File: src/source/dcache_pkg.sv
package dcache_pkg;

    // word and line geometry
    localparam int WORD_BITS   = 32;
    localparam int WORD_BYTES  = WORD_BITS / 8;
    localparam int OFFSET_BITS = 2;
    localparam int INDEX_BITS  = 2;
    localparam int WAY_BITS    = 2;
    localparam int ZERO_BITS   = $clog2(WORD_BYTES);
    localparam int TAG_BITS    = WORD_BITS - INDEX_BITS - OFFSET_BITS - ZERO_BITS;

    localparam int NUM_WORDS = 2 ** OFFSET_BITS;
    localparam int NUM_SETS  = 2 ** INDEX_BITS;
    localparam int NUM_WAYS  = 2 ** WAY_BITS;

    // one node per inner vertex of the binary tree over the ways
    localparam int PLRU_BITS = NUM_WAYS - 1;

    // data RAM word address is {way, set, word}
    localparam int RAM_ADDR_BITS = WAY_BITS + INDEX_BITS + OFFSET_BITS;

    typedef logic [WORD_BITS-1:0]   word_t;
    typedef logic [WORD_BYTES-1:0]  byte_en_t;
    typedef logic [TAG_BITS-1:0]    tag_t;
    typedef logic [INDEX_BITS-1:0]  index_t;
    typedef logic [OFFSET_BITS-1:0] offset_t;
    typedef logic [WAY_BITS-1:0]    way_t;

    typedef struct packed {
        tag_t                 tag;
        index_t               index;
        offset_t              offset;
        logic [ZERO_BITS-1:0] zeros;
    } cache_addr_fields_t;

    // same word, seen flat or split into cache fields
    typedef union packed {
        logic [WORD_BITS-1:0] raw;
        cache_addr_fields_t   fields;
    } cache_addr_u;

    // refill always writes whole words
    localparam byte_en_t FULL_MASK = '1;

endpackage

File: src/source/dcache_way_match.sv
module dcache_way_match (
    input  dcache_pkg::tag_t                            tag,
    input  dcache_pkg::tag_t [dcache_pkg::NUM_WAYS-1:0] way_tags,
    input  logic [dcache_pkg::NUM_WAYS-1:0]             way_valid,
    output logic                                        hit,
    output dcache_pkg::way_t                            hit_way
);
    import dcache_pkg::*;

    logic [NUM_WAYS-1:0] hit_vec;

    // all ways compared in parallel
    always_comb begin
        for (int w = 0; w < NUM_WAYS; w++) begin
            hit_vec[w] = way_valid[w] && way_tags[w] == tag;
        end
    end

    assign hit = |hit_vec;

    // OR of the matching indices, exact for a one-hot vector
    always_comb begin
        hit_way = '0;
        for (int w = 0; w < NUM_WAYS; w++) begin
            if (hit_vec[w]) begin
                hit_way = hit_way | way_t'(w);
            end
        end
    end

    // a tag is installed only on a miss, so at most one way may match
    always_comb begin
        way_hit_onehot: assert final ($isunknown(hit_vec) || $onehot0(hit_vec));
    end

endmodule

File: config.mk
export PLATFORM = sky130hd
export DESIGN_NAME = dcache_way_match
export DESIGN_NICKNAME = d
export VERILOG_FILES = /design/src/source/dcache_pkg.sv /design/src/source/dcache_way_match.sv
export SDC_FILE = /design/constraint.sdc
export NUM_CORES = 1
export LEC_CHECK = 0
export ABC_AREA = 1
export ABC_CLOCK_PERIOD_IN_PS = 1230
export BUFFER_PORTS_ARGS = -buffer_cell sky130_fd_sc_hd__buf_2
export CORE_MARGIN = 4
export CORE_UTILIZATION = 35
export DETAILED_ROUTE_END_ITERATION = 8
export GPL_TIMING_DRIVEN = 0
export PLACE_DENSITY = 0.72
export SYNTH_ARGS = -nofsm -noshare
export SYNTH_HDL_FRONTEND = slang
export SYNTH_SLANG_ARGS = --single-unit
File: constraint.sdc
create_clock -name vclk -period 1.23
set_clock_uncertainty 0.2 [all_clocks]
set_input_delay 0.0615 -clock vclk [all_inputs]
set_output_delay 0.0615 -clock vclk [all_outputs]
set_load 0.03 [all_outputs]
## Word level (Yosys, flattened, before mapping)

Cells that the tools add are included.

- Word-level logic and storage cells: 12
- Output and inout port bits: 3
- Input bits: 134
- Flip-flop bits (word level): 0

- Equal/unequal tests: 4
- Muxes and demuxes: 3
- Reductions and logical operators: 5

Operators with widths:

| operator | count |
|---|---|
| $eq A26 B26 Y1 | 4 |
| $logic_and A1 B1 Y1 | 4 |
| $mux W2 | 2 |
| $reduce_or A4 Y1 | 1 |
| $mux W1 | 1 |

## Longest topological paths before layout

- Depth in word-level cells: 5
- Depth in mapped cells: 10
- Gate-level depth less buffers: 10

## Worst setup path before layout

Ideal clock, no wire load.

- Path type: input to output
- Start: input port tag[14]
- End: output port hit_way[1]
- Setup slack: 0.035 ns
- Arrival time: 0.934 ns
- Buffers on the path: 1
- Data required time: 0.968 ns
- Stages on the path: 7
- Cells stage by stage: buf_6 -> xnor2_1 -> nand2_1 -> nor2_1 -> nand3_2 -> nor2_2 -> or2_1

- Word-level cells in the longest chain between the ends: 4
- Elaborated cells on any way between the ends: 6
- Classes of those cells: 2 x eq/ne; 2 x mux; 2 x reduce/logical

RTL lines:

| item | RTL line | text |
|---|---|---|
| start: declaration | dcache_way_match.sv:2 | `input dcache_pkg::tag_t tag,` |
| $eq A26 B26 Y1 | dcache_way_match.sv:15 | `hit_vec[w] = way_valid[w] && way_tags[w] == tag;` |
| $logic_and A1 B1 Y1 | dcache_way_match.sv:15 |  |
| $mux W2 | dcache_way_match.sv:25 | `if (hit_vec[w]) begin` |
| $mux W2 * | dcache_way_match.sv:25 |  |
| end: declaration | dcache_way_match.sv:6 | `output dcache_pkg::way_t hit_way` |

Mark *: on every way between the ends. The rest lies on a longest branch, timed or not.

## Worst setup path in the final report

- Start: input port tag[12]
- End: output port hit_way[1]

Same word-level chain as after synthesis.

==> summary.log <==
INFO  worst_setup_path path_class=primary input to output pin
INFO  routing        dr.first_iter.drc_count=151
INFO  synthesis      post-synth-top-count-cell=nand2_1
INFO  synthesis      post_synth_inst_count=424
INFO  floorplan      core_region_area=4850µm²
INFO  place          portBuffers=136
INFO  final_layout   num_sequential=0
INFO  floorplan      die_width=79.7µm
INFO  timing         final_clock_period_utilization_by_the_worst_path=108%
INFO  timing         setup_viol=3
INFO  timing         final_critical_path_setup_slack=-0.0932ns
INFO  worst_setup_path critPathMaxFanout=4
INFO  timing         maxSlewViolCount=0
INFO  routing        dr_total_vias=2760
INFO  worst_setup_path crit_path_start_kind=primary input
INFO  synthesis      yosys.area.top_type_share=44.1%
INFO  floorplan      dieHeight=79.7µm
INFO  synthesis      syn_avg_cell_area=4.24µm²
INFO  timing         max-slew-margin-rel=87.5%
INFO  timing         worst_hold_margin=0.531ns
INFO  final_layout   post_layout_nonfiller_instances=628
INFO  final_layout   final.clkbuf_count=0
INFO  routing        drtPass1Iterations=4
INFO  global_routing grt_use_total=21.8%
INFO  place          dp_hpwl=6.43mm
INFO  routing        detail_route.wl_per_cell=11.9µm
INFO  global_routing grt_max_degree=8
INFO  floorplan      num_rows=25
INFO  power          peakVddDrop=0.000143V
INFO  synthesis      syn-cell-area=1800µm²
INFO  synthesis      synth.yosys.seq_area_share=0%
INFO  timing         finalWorstPathRequiredPeriod=1.32ns
INFO  final_layout   final_core_util=61.0%
INFO  worst_setup_path cp_data_required_time=0.97ns
INFO  place          dp.cells=627
INFO  run            drv_cap=0
INFO  timing         grt_setup_unrepaired=yes
INFO  final_layout   syn2layout_area_growth=64.6%
INFO  outcome        violations_in_the_final_reports=setup timing
INFO  routing        drc=0
INFO  timing         fmax=756MHz
INFO  global_routing grt-ovfl-total=0
INFO  worst_hold_path hp-class=primary input to output pin
INFO  power          power_density=314nW/µm²
INFO  timing         worst-slew-pin-transition=0.186ns
INFO  routing        route.detailed.vias_per_inst=4.39
INFO  timing         timing.setup.tns=-0.250ns
INFO  floorplan      floorplan.die_area=6350µm²
INFO  synthesis      netlist_top_cells_count=211 x nand2_1, 72 x inv_1, 63 x nor2_1
INFO  worst_setup_path critPathCaptureType=output pin
INFO  routing        drt_wl_total=7.45mm
INFO  clock_tree     cts-hold-fix-buffers=0
INFO  synthesis      syn_nets=558
INFO  global_routing first_pass_grt_wire_length=11.1mm
INFO  synthesis      synth.yosys.warnings=0
INFO  final_layout   num-fill-cells=526
INFO  floorplan      initial_core_util=37.1%
INFO  power          total_leakage_power=1.86nW
INFO  final_layout   seq_area=0µm²
INFO  timing         hold_viol=0
INFO  final_layout   finalNetCount=697
INFO  global_routing vias_in_the_first_global_route=2486
INFO  synthesis      netlist_top_cells_area=nand2_1 44%, inv_1 15%, nor2_1 13%, xnor2_1 12%, o21ai_0 3.9%
INFO  global_routing number_of_antenna_violations_at_the_first_check_in_global_routing=0
INFO  outcome        run_status=complete, but fails checks
INFO  worst_setup_path cp_data_arrival_time=1.06ns
INFO  routing        route.antenna.remaining_nets=0
INFO  floorplan      io_pins=137
INFO  synthesis      synth_cell_type_count=16
INFO  final_layout   post_route_cells_drive_above_1_share=36.4%
INFO  place          place_worst_setup_slack=-0.245ns
INFO  synthesis      synth_top_cell_by_area=nand2_1
INFO  place          routabilityCongestion=0.900
INFO  final_layout   diodes=0
-- where the power goes --
part / switching (mW) / internal (mW) / leakage (nW)
registers: 0 / 0 / 0
clock network: 0 / 0 / 0
logic: 0.471 / 0.458 / 1.86
-- cells by family after synthesis --
group,count (synthesis),synth area share [%]
and+or+nand+nor,285,61.0
buffers and inverters,89,19.0
xor gates and xnor gates,28,13.6
AOI/OAI and AO/OA,22,6.40
-- cell usage in the layout (no fill, tap or decap), types with 4 or more instances in the layout --
master,Yosys,final
nor2_2,3,14
buf_6,1,21
buf_8,0,5
nor2_1,63,52
buf_4,0,4
inv_1,72,62
o21ai_1,6,11
buf_12,0,4
inv_4,0,9
xor2_1,4,4
xnor2_1,24,24
o21ai_0,14,6
inv_6,0,4
nand2_1,211,191
buf_2,0,104
nand2_2,0,19
inv_2,16,13
-- path summary, 6_finish.rpt --
check                        start         end  slack [ns]  depth (start not counted)
worst max-delay path       tag[12]  hit_way[1]       -0.09                         10
worst min-delay path  way_tags[22]         hit        0.53                          9
-- repair_timing --
item | in CTS | in global routing
resized for setup | 77 | 69
setup buffers | 0 | 1
setup endpoints to repair | 3 | 3
pin swaps | 28 | 37
-- layer usage --
layer / vias to the layer above / wire, µm / track usage, %
li1: 1503 / - / -
met1: 1148 / 3130 / 29.8
met2: 105 / 3700 / 39.6
met3: 4 / 576 / 0.790
met4: 0 / 48 / 0.859
met5: - / 0 / 0
-- per-stage QoR --
stage,power [mW],cell area [µm²]
after global routing,1.04,2960
after CTS,0.847,2750
after floorplan,0.400,1800
after detailed placement,0.775,2560
final,0.929,2960
after global placement,0.766,2560
-- cell type report --
| class | count | area, µm² | share of cell area (%) |
|---|---|---|---|
| Tap cell | 67 | 83.8 | 2.83 |
| Inverter | 88 | 373 | 12.6 |
| Multi-Input combinational cell | 335 | 1560 | 52.7 |
| Buffer | 1 | 11.3 | 0.381 |
| Timing Repair Buffer | 137 | 931 | 31.5 |
-- critical path: stages --
cell,delay [ns]
buf_2,0.13
inv_2,0.07
nand2_1,0.05
nand2_1,0.08
nand2_1,0.07
nor2_2,0.12
nand3_2,0.08
nor2_2,0.13
or2_1,0.14
buf_6,0.13
(Power assumes the default switching activity.)
