==> src/source/dcache_pkg.sv <==
package dcache_pkg;

    // word and line geometry
    localparam int WORD_BITS   = 32;
    localparam int WORD_BYTES  = WORD_BITS / 8;
    localparam int OFFSET_BITS = 2;
    localparam int INDEX_BITS  = 2;
    localparam int WAY_BITS    = 2;
    localparam int ZERO_BITS   = $clog2(WORD_BYTES);
    localparam int TAG_BITS    = WORD_BITS - INDEX_BITS - OFFSET_BITS - ZERO_BITS;

    localparam int NUM_WORDS = 2 ** OFFSET_BITS;
    localparam int NUM_SETS  = 2 ** INDEX_BITS;
    localparam int NUM_WAYS  = 2 ** WAY_BITS;

    // one node per inner vertex of the binary tree over the ways
    localparam int PLRU_BITS = NUM_WAYS - 1;

    // data RAM word address is {way, set, word}
    localparam int RAM_ADDR_BITS = WAY_BITS + INDEX_BITS + OFFSET_BITS;

    typedef logic [WORD_BITS-1:0]   word_t;
    typedef logic [WORD_BYTES-1:0]  byte_en_t;
    typedef logic [TAG_BITS-1:0]    tag_t;
    typedef logic [INDEX_BITS-1:0]  index_t;
    typedef logic [OFFSET_BITS-1:0] offset_t;
    typedef logic [WAY_BITS-1:0]    way_t;

    typedef struct packed {
        tag_t                 tag;
        index_t               index;
        offset_t              offset;
        logic [ZERO_BITS-1:0] zeros;
    } cache_addr_fields_t;

    // same word, seen flat or split into cache fields
    typedef union packed {
        logic [WORD_BITS-1:0] raw;
        cache_addr_fields_t   fields;
    } cache_addr_u;

    // refill always writes whole words
    localparam byte_en_t FULL_MASK = '1;

endpackage

==> src/source/dcache_meta_store.sv <==
module dcache_meta_store (
    input  logic                                        clk,
    input  logic                                        resetn,
    input  dcache_pkg::index_t                          index,
    input  logic                                        wr_en,
    input  dcache_pkg::tag_t [dcache_pkg::NUM_WAYS-1:0] new_tags,
    input  logic [dcache_pkg::NUM_WAYS-1:0]             new_valid,
    input  logic [dcache_pkg::NUM_WAYS-1:0]             new_dirty,
    input  logic [dcache_pkg::PLRU_BITS-1:0]            new_plru,
    output dcache_pkg::tag_t [dcache_pkg::NUM_WAYS-1:0] tags,
    output logic [dcache_pkg::NUM_WAYS-1:0]             valid,
    output logic [dcache_pkg::NUM_WAYS-1:0]             dirty,
    output logic [dcache_pkg::PLRU_BITS-1:0]            plru
);
    import dcache_pkg::*;

    // one record per set
    tag_t [NUM_WAYS-1:0]  tags_q  [NUM_SETS];
    logic [NUM_WAYS-1:0]  valid_q [NUM_SETS];
    logic [NUM_WAYS-1:0]  dirty_q [NUM_SETS];
    logic [PLRU_BITS-1:0] plru_q  [NUM_SETS];

    // asynchronous read of the addressed set
    assign tags  = tags_q[index];
    assign valid = valid_q[index];
    assign dirty = dirty_q[index];
    assign plru  = plru_q[index];

    always_ff @(posedge clk) begin
        if (resetn) begin
            for (int s = 0; s < NUM_SETS; s++) begin
                valid_q[s] <= '0;
                dirty_q[s] <= '0;
                plru_q[s]  <= '0;
            end
        end else if (wr_en) begin
            valid_q[index] <= new_valid;
            dirty_q[index] <= new_dirty;
            plru_q[index]  <= new_plru;
        end
    end

    // tag fields of the addressed set
    always_ff @(posedge clk) begin
        if (wr_en) begin
            tags_q[index] <= new_tags;
        end
    end

endmodule

==> config.mk <==
export PLATFORM = sky130hd
export DESIGN_NAME = dcache_meta_store
export DESIGN_NICKNAME = d
export VERILOG_FILES = /design/src/source/dcache_pkg.sv /design/src/source/dcache_meta_store.sv
export SDC_FILE = /design/constraint.sdc
export NUM_CORES = 1
export LEC_CHECK = 0
export BUFFER_PORTS_ARGS = -buffer_cell sky130_fd_sc_hd__buf_2
export CAP_MARGIN = 20
export CORE_MARGIN = 2
export CORE_UTILIZATION = 45
export DETAILED_ROUTE_END_ITERATION = 12
export GPL_ROUTABILITY_DRIVEN = 0
export PLACE_DENSITY_LB_ADDON = 0.05
export SYNTH_ARGS = -nofsm -noshare
export SYNTH_HDL_FRONTEND = slang
export SYNTH_SLANG_ARGS = --single-unit
==> constraint.sdc <==
create_clock -name clk -period 11.5 [get_ports clk]
set_input_delay 0 -clock clk [delete_from_list [all_inputs] [get_ports clk]]
set_output_delay 0 -clock clk [all_outputs]
set_load 0.02 [all_outputs]
Yosys cells after proc, flatten, opt, wreduce, memory -nomap -nowiden
Memory sizes are Yosys's and may differ from the RTL's.
Cells that the tools add are included.
{"block": "word_totals", "output_inout_bits": 115, "elab_cells": 22, "mem_count": 4, "ramBits": 460, "regBits": 0}
{"block": "classes", "muxes": 15, "reduce_logical": 3}
{"memory": "tags_q", "depth": 4, "width": 104, "read_ports": 1, "rd_ports_with_merged_regs": 0, "wr": 1, "line_no": "dcache_meta_store.sv:18", "text": "tag_t [NUM_WAYS-1:0] tags_q [NUM_SETS];"}
{"memory": "dirty_q", "depth": 4, "width": 4, "read_ports": 1, "rd_ports_with_merged_regs": 0, "wr": 4, "line_no": "dcache_meta_store.sv:20", "text": "logic [NUM_WAYS-1:0] dirty_q [NUM_SETS];"}
{"memory": "valid_q", "depth": 4, "width": 4, "read_ports": 1, "rd_ports_with_merged_regs": 0, "wr": 4, "line_no": "dcache_meta_store.sv:19", "text": "logic [NUM_WAYS-1:0] valid_q [NUM_SETS];"}
{"memory": "plru_q", "depth": 4, "width": 3, "read_ports": 1, "rd_ports_with_merged_regs": 0, "wr": 4, "line_no": "dcache_meta_store.sv:21", "text": "logic [PLRU_BITS-1:0] plru_q [NUM_SETS];"}
{"operator": "1-bit two-way mux", "count": 9}
{"operator": "4-bit two-way mux", "count": 2}
{"operator": "4-bit OR reduction", "count": 2}
{"operator": "2-bit two-way mux", "count": 3}
{"operator": "3-bit two-way mux", "count": 1}
{"operator": "3-bit OR reduction", "count": 1}

Depth between registers and ports, before layout
{"block": "depth", "word_depth": 5, "ltp_mapped": 4}

Worst setup path before layout
Ideal clock, no wire load.
{"block": "synth_timing", "path_kind": "input-to-reg", "startpoint": "in index[0]", "endpoint": "mem dirty_q[0][0] (netlist bit) (enable)", "required_time_ns": 11.168, "path_buffers": 1, "t_arrival_ns": 8.893, "slack_ns": 2.275, "path_stages": 3, "cell_sequence": "buf_2 -> nor3b_1 -> or2_2"}
{"element": "start: declaration", "line_no": "dcache_meta_store.sv:4", "text": "input dcache_pkg::index_t index,"}
{"element": "end: declaration", "line_no": "dcache_meta_store.sv:20"}

==> metrics <==
die area 39,210 um2; starting DRC count in detailed routing 525; Tmin final 3.553 ns; Routed WL 35.11 mm; htree depth 2; DP Worst Slack 7.223 ns; # port buffers 234; setup TNS 0 ns; Seq/Total Area, Yosys 81.55%; clock root buffer clkbuf_16; syn_nets 793; worst endpoint required time 11.73 ns; Max Cap Violations 0; setup ws final 7.947 ns; CTS max path bufs 3; Synth Area in Simple Gates 1.529%; post-synthesis compound-gate area fraction 0.08864%; VDD IR-drop max 0.1240 mV; fmax 281.5 MHz; layout cells sized above 1 39.89%; design area 21,280 um2; Initial Util 45.29%; vias per cell 5.091; Hold-fix buffers, CTS 115; post-cts sizing count 0; Synth Area in XOR/XNOR 0%; RSZ-0062 raised after global routing no; crit path kind input port to register; Arr. time, crit path 3.79 ns; adder-cell share of the synthesized area 0%; power per cell area 174.5 nW/um2; Setup crit end kind register; I/O pins 235; CP cell instances buf_4, buf_4, and3_4, buf_4, or2_2; largest family of logic cells by synthesized area multiplexers; Total GRT Usage 18.41%; grt total ovfl 0; Hold Crit Class input port to register; slowest stage cell, crit path buf_4; synthesized area 16,940 um2; ANT nets after route 0; initial antenna violation count 3; delay-heaviest family, CP buffers and inverters; Yosys reg bits 460; number of global-route vias before repair 9,009; Slew @ Worst Pin 1.055 ns; DP Wirelength 20.57 mm; postcts setup bufs 0; most common cell after layout, fill and taps aside edfxtp_1; mux cell area share after synthesis 15.29%; synthesis-to-finish area growth 25.62%; Placed Area 18,660 um2; Leak 7.343 nW; CTS tree built; CTS Buf Count 47; clock sink count 460; CP Launch Type input port; Syn Inst Count 673; largest net degree at the start of global routing 68; # setup viols final 0; Slew Limit Fails 0; Synth cell types 14; CORE AREA 37,400 um2; via count 8,125; worst relative slew slack 29.65%; first-pass GRT wire length 52.92 mm; synthesized area per cell 25.17 um2; final hold violation count 0; crit share post-route 30.90%; CP most frequent cell buf_4; placed insts 1,398; commonest cells after routing, fill and taps aside edfxtp_1 (460), buf_2 (232), mux4_2 (115), dlygate4sd3_1 (115), clkbuf_16 (49); max incr delay on CP 0.90 ns; die width 198.0 um; Routed wire per std cell 22.00 um; status complete, no violations; Hold WS 0.03927 ns; die height 198.0 um; drt pass-1 iters 4; nets 1,172; number of synthesis warnings 0; fin cells 1,596; CTS clk-pin slew, worst paths 0.06 ns; crit-path max FO 63; DRC viols 0; critical path buffer and inverter count 3; row count 71
-- tightest hold or removal path, stage by stage --
cell	delay (ns)
buf_2	0.17
nand3b_1	0.24
inv_1	0.08
-- per-stage QoR --
step	power, mW	util, %
after floorplan	2.165	-
after global placement	2.266	49.85
after detailed placement	2.278	49.88
after CTS	3.766	56.86
after global routing	3.848	56.89
final	3.713	56.89
-- cell families (layout without fill, tap and decap cells) --
family	after synthesis	in the layout
compound gates	2	2
buf+inv	43	453
flops	460	460
mux	115	115
other cells	0	2
simple gates	53	53
-- cell type report --
type	instances	area (um2)
fillers	2828	16120
diodes	2	5.005
multi-input cells	170	2889
inverters	12	45.04
clock inverters	20	191.4
clock buffers	60	1267
well taps	511	639.4
flip-flops and latches	460	13810
repair buffers	361	2427
-- sequential cells by signal, summed over array words and instances (netlist names) --
register,cells
valid_q,16
tags_q,416
plru_q,12
dirty_q,16
-- report_power, final --
group	internal, mW	switching (mW)	total (mW)
Combinational	0.134	0.175	0.309
Clock	0.843	0.602	1.44
Sequential	1.94	0.0196	1.96
Total	2.92	0.797	3.71
-- layer usage --
layer | part of all wire, % | global-route usage (%) | wire length [um] | vias up
met5 | 0.048 | 0 | 17 | -
met4 | 2.2 | 6.210 | 777 | 2
met3 | 6.7 | 4.923 | 2346 | 56
met2 | 52 | 31.77 | 18190 | 213
met1 | 39 | 22.61 | 13780 | 4232
li1 | - | - | - | 3622
-- final timing paths --
path	start	end	slack, ns	cells after the start
max	index[1]	valid_q[3][1]	7.95	5
min	resetn	dirty_q[3][3]	0.04	3
-- cells in the mapped netlist --
| master | number | area share (%) |
|---|---|---|
| and3_1 | 1 | 0.037 |
| buf_2 | 17 | 0.50 |
| buf_4 | 1 | 0.044 |
| buf_6 | 10 | 0.66 |
| clkbuf_1 | 3 | 0.066 |
| edfxtp_1 | 460 | 82 |
| inv_1 | 12 | 0.27 |
| mux4_2 | 115 | 15 |
| nand2b_1 | 2 | 0.074 |
| nand3b_1 | 11 | 0.49 |
| nor2_1 | 35 | 0.78 |
| nor3b_1 | 1 | 0.044 |
| o21bai_1 | 2 | 0.089 |
| or2_2 | 3 | 0.11 |
No activity file was read; power rests on OpenSTA's default activity.
