[src/source/dcache_pkg.sv]
package dcache_pkg;

    // word and line geometry
    localparam int WORD_BITS   = 32;
    localparam int WORD_BYTES  = WORD_BITS / 8;
    localparam int OFFSET_BITS = 2;
    localparam int INDEX_BITS  = 2;
    localparam int WAY_BITS    = 2;
    localparam int ZERO_BITS   = $clog2(WORD_BYTES);
    localparam int TAG_BITS    = WORD_BITS - INDEX_BITS - OFFSET_BITS - ZERO_BITS;

    localparam int NUM_WORDS = 2 ** OFFSET_BITS;
    localparam int NUM_SETS  = 2 ** INDEX_BITS;
    localparam int NUM_WAYS  = 2 ** WAY_BITS;

    // one node per inner vertex of the binary tree over the ways
    localparam int PLRU_BITS = NUM_WAYS - 1;

    // data RAM word address is {way, set, word}
    localparam int RAM_ADDR_BITS = WAY_BITS + INDEX_BITS + OFFSET_BITS;

    typedef logic [WORD_BITS-1:0]   word_t;
    typedef logic [WORD_BYTES-1:0]  byte_en_t;
    typedef logic [TAG_BITS-1:0]    tag_t;
    typedef logic [INDEX_BITS-1:0]  index_t;
    typedef logic [OFFSET_BITS-1:0] offset_t;
    typedef logic [WAY_BITS-1:0]    way_t;

    typedef struct packed {
        tag_t                 tag;
        index_t               index;
        offset_t              offset;
        logic [ZERO_BITS-1:0] zeros;
    } cache_addr_fields_t;

    // same word, seen flat or split into cache fields
    typedef union packed {
        logic [WORD_BITS-1:0] raw;
        cache_addr_fields_t   fields;
    } cache_addr_u;

    // refill always writes whole words
    localparam byte_en_t FULL_MASK = '1;

endpackage

[src/source/dcache_victim_buffer.sv]
module dcache_victim_buffer (
    input  logic                 clk,
    input  logic                 capture,
    input  dcache_pkg::offset_t  capture_offset,
    input  dcache_pkg::word_t    word_in,
    input  dcache_pkg::offset_t  read_offset,
    output dcache_pkg::word_t    word_out
);
    import dcache_pkg::*;

    // old line, filled one word per refill beat
    word_t line [NUM_WORDS];

    always_ff @(posedge clk) begin
        if (capture) begin
            line[capture_offset] <= word_in;
        end
    end

    // writeback beat picks the word
    assign word_out = line[read_offset];

endmodule

[config.mk]
export PLATFORM = sky130hd
export DESIGN_NAME = dcache_victim_buffer
export DESIGN_NICKNAME = d
export VERILOG_FILES = /design/src/source/dcache_pkg.sv /design/src/source/dcache_victim_buffer.sv
export SDC_FILE = /design/constraint.sdc
export NUM_CORES = 1
export LEC_CHECK = 0
export BUFFER_PORTS_ARGS = -buffer_cell sky130_fd_sc_hd__buf_2
export CAP_MARGIN = 10
export CORE_ASPECT_RATIO = 2
export CORE_MARGIN = 4
export CORE_UTILIZATION = 56
export DETAILED_ROUTE_END_ITERATION = 6
export PLACE_DENSITY = 0.79
export SETUP_SLACK_MARGIN = 0.3
export SYNTH_ARGS = -nofsm -noshare
export SYNTH_HDL_FRONTEND = slang
export SYNTH_SLANG_ARGS = --single-unit
[constraint.sdc]
create_clock -name clk -period 3.9 [get_ports clk]
set_input_delay 0.195 -clock clk [delete_from_list [all_inputs] [get_ports clk]]
set_output_delay 0.195 -clock clk [all_outputs]
set_load 0.05 [all_outputs]
[Word level (Yosys, flattened, before mapping)]
Memory sizes are Yosys's and may differ from the RTL's.
Index checks and enable logic that the tools add are counted.
Operators by class
  multiplexer cells: 2
Operators with widths (count)
  1-bit 2-to-1 mux: 2
Word-level totals
  memory bits (writable): 128
  register bits: 0
  memories: 1
Memory list
  line: words 4, width 32, rd ports 1, clocked after memory_dff 0, write ports 1, RTL line dcache_victim_buffer.sv:12  | word_t line [NUM_WORDS];

[Longest topological paths before layout]
Gate-level depths: netlist of the first run.
  depth after elaboration: 2
  depth in mapped cells: 3
  gate-level depth less buffers: 1

[Worst setup path before layout of the first run]
Ideal clock, no wire load.
  path type: input-to-reg
  start point: input capture_offset[0]
  end point: memory line[0][0] (netlist name) (enable)
  data required time: 3.432 ns
  setup slack: 0.834 ns
  path buffers: 0
  stages: 1
  data arrival time: 2.598 ns
  cells stage by stage: nor3b_1
RTL lines
  start: declaration: RTL line dcache_victim_buffer.sv:4  | input dcache_pkg::offset_t capture_offset,
  end: declaration: RTL line dcache_victim_buffer.sv:12
No word-level cell before the write port.

[Final worst setup path of the first run]
  start point: input read_offset[0]
  end point: output word_out[18]
On the way
  cells in the longest elaborated chain, start to end: 1
RTL lines
  start: declaration: RTL line dcache_victim_buffer.sv:6  | input dcache_pkg::offset_t read_offset,
  memory 4 x 32 bit
  end: declaration: RTL line dcache_victim_buffer.sv:7  | output dcache_pkg::word_t word_out
Every way passes these cells.

==> results of run 1 <==
[layer usage]
| metal | global-route usage [%] | share of wire (%) | up-vias |
|---|---|---|---|
| met5 | 0 | 0 | - |
| met4 | 9.34 | 2.3 | 0 |
| met3 | 4.89 | 4.5 | 14 |
| met2 | 30.2 | 57 | 60 |
| met1 | 19.5 | 36 | 1089 |
| li1 | - | - | 964 |
[area by class of cell]
type | instances | area [sq um] | share of cell area [%]
tap | 98 | 123 | 2.04
clock inverter | 12 | 236 | 3.94
sequential | 128 | 3840 | 64.1
multi-input combinational | 36 | 768 | 12.8
clock buffer | 20 | 437 | 7.28
timing repair buffer | 93 | 593 | 9.88
[cell families after synthesis]
| group | synth area share [%] |
|---|---|
| and+or+nand+nor | 0.667 |
| buffers and inverters | 1.84 |
| DFF | 82.0 |
| muxes | 15.5 |
[where the power goes]
part / switching, W / total (W) / internal, W
combinational: 0.000198 / 0.000300 / 0.000102
sequential: 0.0000150 / 0.00160 / 0.00159
clock: 0.000525 / 0.00178 / 0.00126
total: 0.000739 / 0.00369 / 0.00295
[cell usage in the layout, fill, tap and decap left out, drive strengths merged]
master,synthesis,layout
and3,1,1
and3b,2,2
buf,7,71
bufinv,0,7
clkbuf,0,20
clkinv,0,4
dlygate4sd3,0,22
edfxtp,128,128
inv,0,1
mux4,32,32
nor3b,1,1
[through the flow]
stage / total power, W / utilization [%] / area [sq um] / instances / hold WS (ps)
finish: 0.00369 / 72.9 / 6000 / 387 / 13.6
global route: 0.00380 / 72.9 / 6000 / 387 / 6.41
CTS: 0.00372 / 72.6 / 5980 / 386 / 3.48
detailed placement: 0.00192 / 61.8 / 5090 / 332 / 413
global placement: 0.00191 / 61.8 / 5090 / 332 / 406
floorplan: 0.00184 / - / 4690 / 171 / 294
[how the worst min path moves through the flow]
| stage | start | end | slack [ps] | depth (start not counted) |
|---|---|---|---|---|
| floorplan | word_in[0] | line[0][0] | 290 | 0 |
| global placement | word_in[20] | line[2][20] | 410 | 1 |
| detailed placement | word_in[25] | line[2][25] | 410 | 1 |
| CTS | word_in[23] | line[3][23] | 3 | 1 |
| global route | word_in[16] | line[0][16] | 6 | 1 |
| finish | word_in[16] | line[0][16] | 10 | 1 |
[timing repair]
action,4_1_cts,5_1_grt
hold endpoints to repair,83,0
endpoints found under the setup margin,0,0
hold buffers,22,0
gates resized for setup,0,0
[cells in the mapped netlist]
library cell	instances	share of area, %
edfxtp_1	128	82
nor3b_1	1	0.16
mux4_2	30	14
buf_6	1	0.24
buf_12	3	1.3
buf_2	3	0.32
and3b_1	2	0.37
mux4_1	2	1.1
and3_1	1	0.13
[critical path, stage by stage]
cell	delay, ps
buf_2	460
buf_12	270
mux4_2	540
buf_2	230
==> summary.txt, run 1 <==
Sequential element share of the synthesized area - 82.0%
Critical Path Source Type - primary input
DR iter-0 viols - 127
Final worst setup slack - 1990 ps
Final wirelength - 7910 microns
# Post-CTS Setup Buffers - 0
Normalized max-slew margin - 44.1%
Via/cell ratio - 5.50
Top flop regs - line (128)
Number of fill cells - 479
Clock Tree Root - clkbuf_16
Slew @ Worst Pin - 839 ps
# IOs - 70
Number of global-route vias before repair - 2350
Peak supply drop - 0.638 mV
IO Port Bufs - 69
Max FO, Critical Path - 17
CP Capture Type - output port
CTS Sinks - 128
Critical path origin - read_offset[0]
Final setup TNS - 0 ps
Post-route clock period utilization - 48.9%
Chip height - 137 microns
Core area - 8230 sq um
Clk slew on worst S/H paths - 50 ps
Critical Path RT - 3700 ps
CP Data Arrival Time - 1710 ps
Synth Cell Area - 4690 sq um
Cell area power density - 614 nW/um^2
Top reg by flops - line
Remaining Overflow, GRT - 0
Syn_area_per_cell - 27.4 sq um
CTS tree - done
Area growth syn-to-layout - 28.0%
RSZ-0062 raised after global routing - no
YS warnings - 0
Num rows - 47
GPL Wtd Cong - 0.670
Synthesized Nets - 209
Fin. max-slew vios - 0
First-pass GRT wire length - 12400 microns
Drt wl/cell - 20.4 microns
H-tree depth - 4
Diodes inserted - 0
Initial antenna violation count - 0
CP Capture Point - word_out[18]
DRT Pass-1 Iters - 4
Status - finished clean
Max FFs per register - 128
LEAKAGE - 2.11 nW
Final Net Count - 314
CP Class - primary input to output port
Die Footprint - 9990 sq um
Post-route minimum period - 1910 ps
Hold Path Class - primary input to register
Post-Syn Instances - 171
Fmax - 524 MHz
Hold Violations, Final - 0
Register bit count reported by yosys - 128
Post-DP HPWL - 4530 microns
Placement Setup Slack - 1690 ps
Setup Viol. Count Final - 0
Worst-case clock buffer depth - 2
Share of cells above drive strength 1 - 45.7%
GRT Util Overall - 17.6%
Die X-Extent - 72.7 microns
Post-route ant nets - 0
Largest net degree at the start of global routing - 33
Routed vias - 2127
CTS buffer count - 17
Post-synth cell types - 9
Drc violations - 0
Max Cap Viol - 0
Initial Util - 57.0%
Power figures use the tool's default switching activity.
==> run 2: changes to the inputs <==
--- a/config.mk
+++ b/config.mk
@@ -5,11 +5,12 @@
 export SDC_FILE = /design/constraint.sdc
 export NUM_CORES = 1
 export LEC_CHECK = 0
+export ABC_AREA = 1
 export BUFFER_PORTS_ARGS = -buffer_cell sky130_fd_sc_hd__buf_2
 export CAP_MARGIN = 10
 export CORE_ASPECT_RATIO = 2
 export CORE_MARGIN = 4
-export CORE_UTILIZATION = 56
+export CORE_UTILIZATION = 57
 export DETAILED_ROUTE_END_ITERATION = 6
 export PLACE_DENSITY = 0.79
 export SETUP_SLACK_MARGIN = 0.3
==> constraint.sdc (replaced) <==
create_clock -name clk -period 1.85 [get_ports clk]
set_input_delay 0.0925 -clock clk [delete_from_list [all_inputs] [get_ports clk]]
set_output_delay 0.0925 -clock clk [all_outputs]
set_load 0.05 [all_outputs]
==> run 2 against run 1 <==
Against the previous run:
- clock power rose by 72%
- sequential cell count did not move
- sequential share of layout area fell by 7.6 points
- worst setup slack got worse by 1600 ps
- routed wire length rose by 39%
- first-iteration DRC count rose by 72%
- critical path type is now register to output port
- largest power group is now registers
- highest routed layer unchanged
==> summary.txt, run 2 <==
Status - finished clean (unchanged)
Min Hold Slack - 253 ps (was 13.6 ps)
Cell with the most instances after synthesis - nand2_1 (was edfxtp_1)
Critical Path RT - 1760 ps (was 3700 ps)
GPL Wtd Cong - 0.770 (was 0.670)
Hold path depth - 3 (was 1)
RSZ-0062 raised after global routing - no (unchanged)
Top flop regs - line (128) (unchanged)
LEAKAGE - 3.17 nW (was 2.11 nW)
CP Capture Type - output port (unchanged)
Sequential element share of the synthesized area - 70.7% (was 82.0%)
# IOs - 70 (unchanged)
CTS Sinks - 128 (unchanged)
Slew @ Worst Pin - 421 ps (was 839 ps)
Commonest non-fill, non-tap cell in the layout - nand2_1 (was edfxtp_1)
Syn_area_per_cell - 10.7 sq um (was 27.4 sq um)
Post-route ant nets - 0 (unchanged)
Most common library cells after synthesis - nand2_1 (160), inv_1 (132), edfxtp_1 (128), nand3_1 (64), buf_2 (9) (was edfxtp_1 (128), mux4_2 (30), buf_12 (3), buf_2 (3))
Yosys top cell area share - 70.7% (was 82.0%)
Chip height - 146 microns (was 137 microns)
Final std cells w/o fill - 736 (was 387)
Area growth syn-to-layout - 25.1% (was 28.0%)
Most frequent cells in the layout - nand2_1 (160), inv_1 (132), edfxtp_1 (128), buf_2 (69), nand3_1 (64) (was edfxtp_1 (128), buf_2 (69), mux4_2 (30), dlygate4sd3_1 (22), clkbuf_16 (17))
Number of synthesized flops with an enable pin - 128 (unchanged)
Hold Path Class - primary input to register (unchanged)
Worst-case clock buffer depth - 2 (unchanged)
Diodes inserted - 0 (unchanged)
Remaining Overflow, GRT - 0 (unchanged)
CTS buffer count - 17 (unchanged)
Synthesized Nets - 547 (was 209)
Fin. max-slew vios - 0 (unchanged)
Initial Util - 58.3% (was 57.0%)
Drt wl/cell - 15.0 microns (was 20.4 microns)
CTS resizes - 0 (unchanged)
GRT Util Overall - 21.2% (was 17.6%)
Drc violations - 0 (unchanged)
Peak supply drop - 0.850 mV (was 0.638 mV)
Clock Tree Root - clkbuf_16 (unchanged)
CTS tree - done (unchanged)
Clk slew on worst S/H paths - 50 ps (about the same)
Number of global-route vias before repair - 4030 (was 2350)
Area post-placement - 5930 sq um (was 5090 sq um)
Max FFs per register - 128 (unchanged)
Core area - 9320 sq um (was 8230 sq um)
Via/cell ratio - 5.14 (was 5.50)
Cells after DPL - 672 (was 332)
H-tree depth - 4 (unchanged)
Ys async rst share - 0% (unchanged)
Num rows - 50 (was 47)
Synth top area cells - edfxtp_1 (71%), nand2_1 (11%), inv_1 (9.1%) (was edfxtp_1 (82%), mux4_2 (14%), buf_12 (1.3%))
Die X-Extent - 77.1 microns (was 72.7 microns)
Largest net degree at the start of global routing - 37 (was 33)
Register bit count reported by yosys - 128 (unchanged)
Fin area - 6810 sq um (was 6000 sq um)
Post-DP HPWL - 6610 microns (was 4530 microns)
Final Net Count - 657 (was 314)
Yosys top cell by area - edfxtp_1 (unchanged)
IO Port Bufs - 69 (unchanged)
Post-route clock period utilization - 76.9%
Critical Path Source Type - register (was primary input)
Final worst setup slack - 428 ps (was 1990 ps)
Normalized max-slew margin - 71.9% (was 44.1%)
Final core utilization - 73.0% (was 72.9%)
First-pass GRT wire length - 18200 microns (was 12400 microns)
Post-route minimum period - 1420 ps
Post-Syn Instances - 509 (was 171)
DR iter-0 viols - 219 (was 127)
Die Footprint - 11300 sq um (was 9990 sq um)
Fmax - 703 MHz
Share of cells above drive strength 1 - 17.2% (was 45.7%)
DRT Pass-1 Iters - 5 (was 4)
Ys flop type - edfxtp_1 (unchanged)
Placement Setup Slack - 511 ps (was 1690 ps)
Setup Viol. Count Final - 0 (unchanged)
Synth Cell Area - 5440 sq um (was 4690 sq um)
Hold Violations, Final - 0 (unchanged)
Cell area power density - 1060 nW/um^2 (was 614 nW/um^2)
Initial antenna violation count - 0 (unchanged)
Routed vias - 3783 (was 2127)
Max FO, Critical Path - 1 (was 17)
YS warnings - 0 (unchanged)
CP Data Arrival Time - 1330 ps (was 1710 ps)
Final wirelength - 11000 microns (was 7910 microns)
CP Class - register to output port (was primary input to output port)
Post-synth cell types - 9 (unchanged)
Top reg by flops - line (unchanged)
Max Cap Viol - 0 (unchanged)
==> run 2: cell count changes after synthesis, moves of 4 or more <==
cell     previous run  this run
mux4_2             30         0
nand2_1             0       160
nor3_1              0         4
inv_1               0       132
buf_2               3         9
nand3_1             0        64
buf_6               1         7
buf_4               0         4
==> run 2: path summary, 6_finish.rpt <==
check,to,startpoint
worst max-delay path,word_out[5],line[2][5]
worst min-delay path,line[0][26],capture_offset[0]
==> run 2: routing by layer <==
| layer | vias to the layer above | track usage (%) | share of wire [%] |
|---|---|---|---|
| li1 | 1803 | - | - |
| met1 | 1791 | 20.2 | 33 |
| met2 | 159 | 40.2 | 57 |
| met3 | 30 | 5.93 | 6.5 |
| met4 | 0 | 11.1 | 3.4 |
| met5 | - | 0 | 0 |
==> run 2: critical path, cell delays in order, from the launching register on <==
cell,delay [ps]
edfxtp_1,330
inv_1,40
nand2_1,70
nand3_1,80
nand2_1,120
buf_2,270
==> run 2: layout make-up <==
type | count | area [sq um]
Clock buffer | 20 | 437
Multi-Input combinational cell | 228 | 986
Timing Repair Buffer | 111 | 791
Sequential cell | 128 | 3840
Clock inverter | 12 | 119
Fill cell | 569 | 2520
Tap cell | 104 | 130
Inverter | 133 | 499
==> run 2: timing repair <==
| action | in CTS | in global routing |
|---|---|---|
| hold buffers | 32 | 0 |
| setup buffers | 0 | 0 |
| endpoints found under the hold margin | 128 | 0 |
==> run 2: kinds of logic (layout without fill, tap and decap cells) <==
logic type / count (synthesis) / in the layout / synth area share [%]
simple gates: 228 / 228 / 17.3
flops: 128 / 128 / 70.7
buf+inv: 153 / 276 / 12.0
==> run 2: power breakdown <==
| group | internal (W) | total (W) | leakage (nW) | switching (W) |
|---|---|---|---|---|
| Clock | 0.00195 | 0.00306 | 0.256 | 0.00111 |
| Combinational | 0.000226 | 0.000786 | 1.74 | 0.000561 |
| Sequential | 0.00335 | 0.00338 | 1.18 | 0.0000347 |
| Total | 0.00553 | 0.00723 | 3.17 | 0.00170 |
==> run 2: metrics by stage <==
stage / total power, W / setup TNS [ps]
6_report: 0.00723 / 0
3_5_place_dp: 0.00417 / 0
5_1_grt: 0.00748 / 0
4_1_cts: 0.00726 / 0
2_1_floorplan: 0.00395 / -2350
3_3_place_gp: 0.00414 / 0
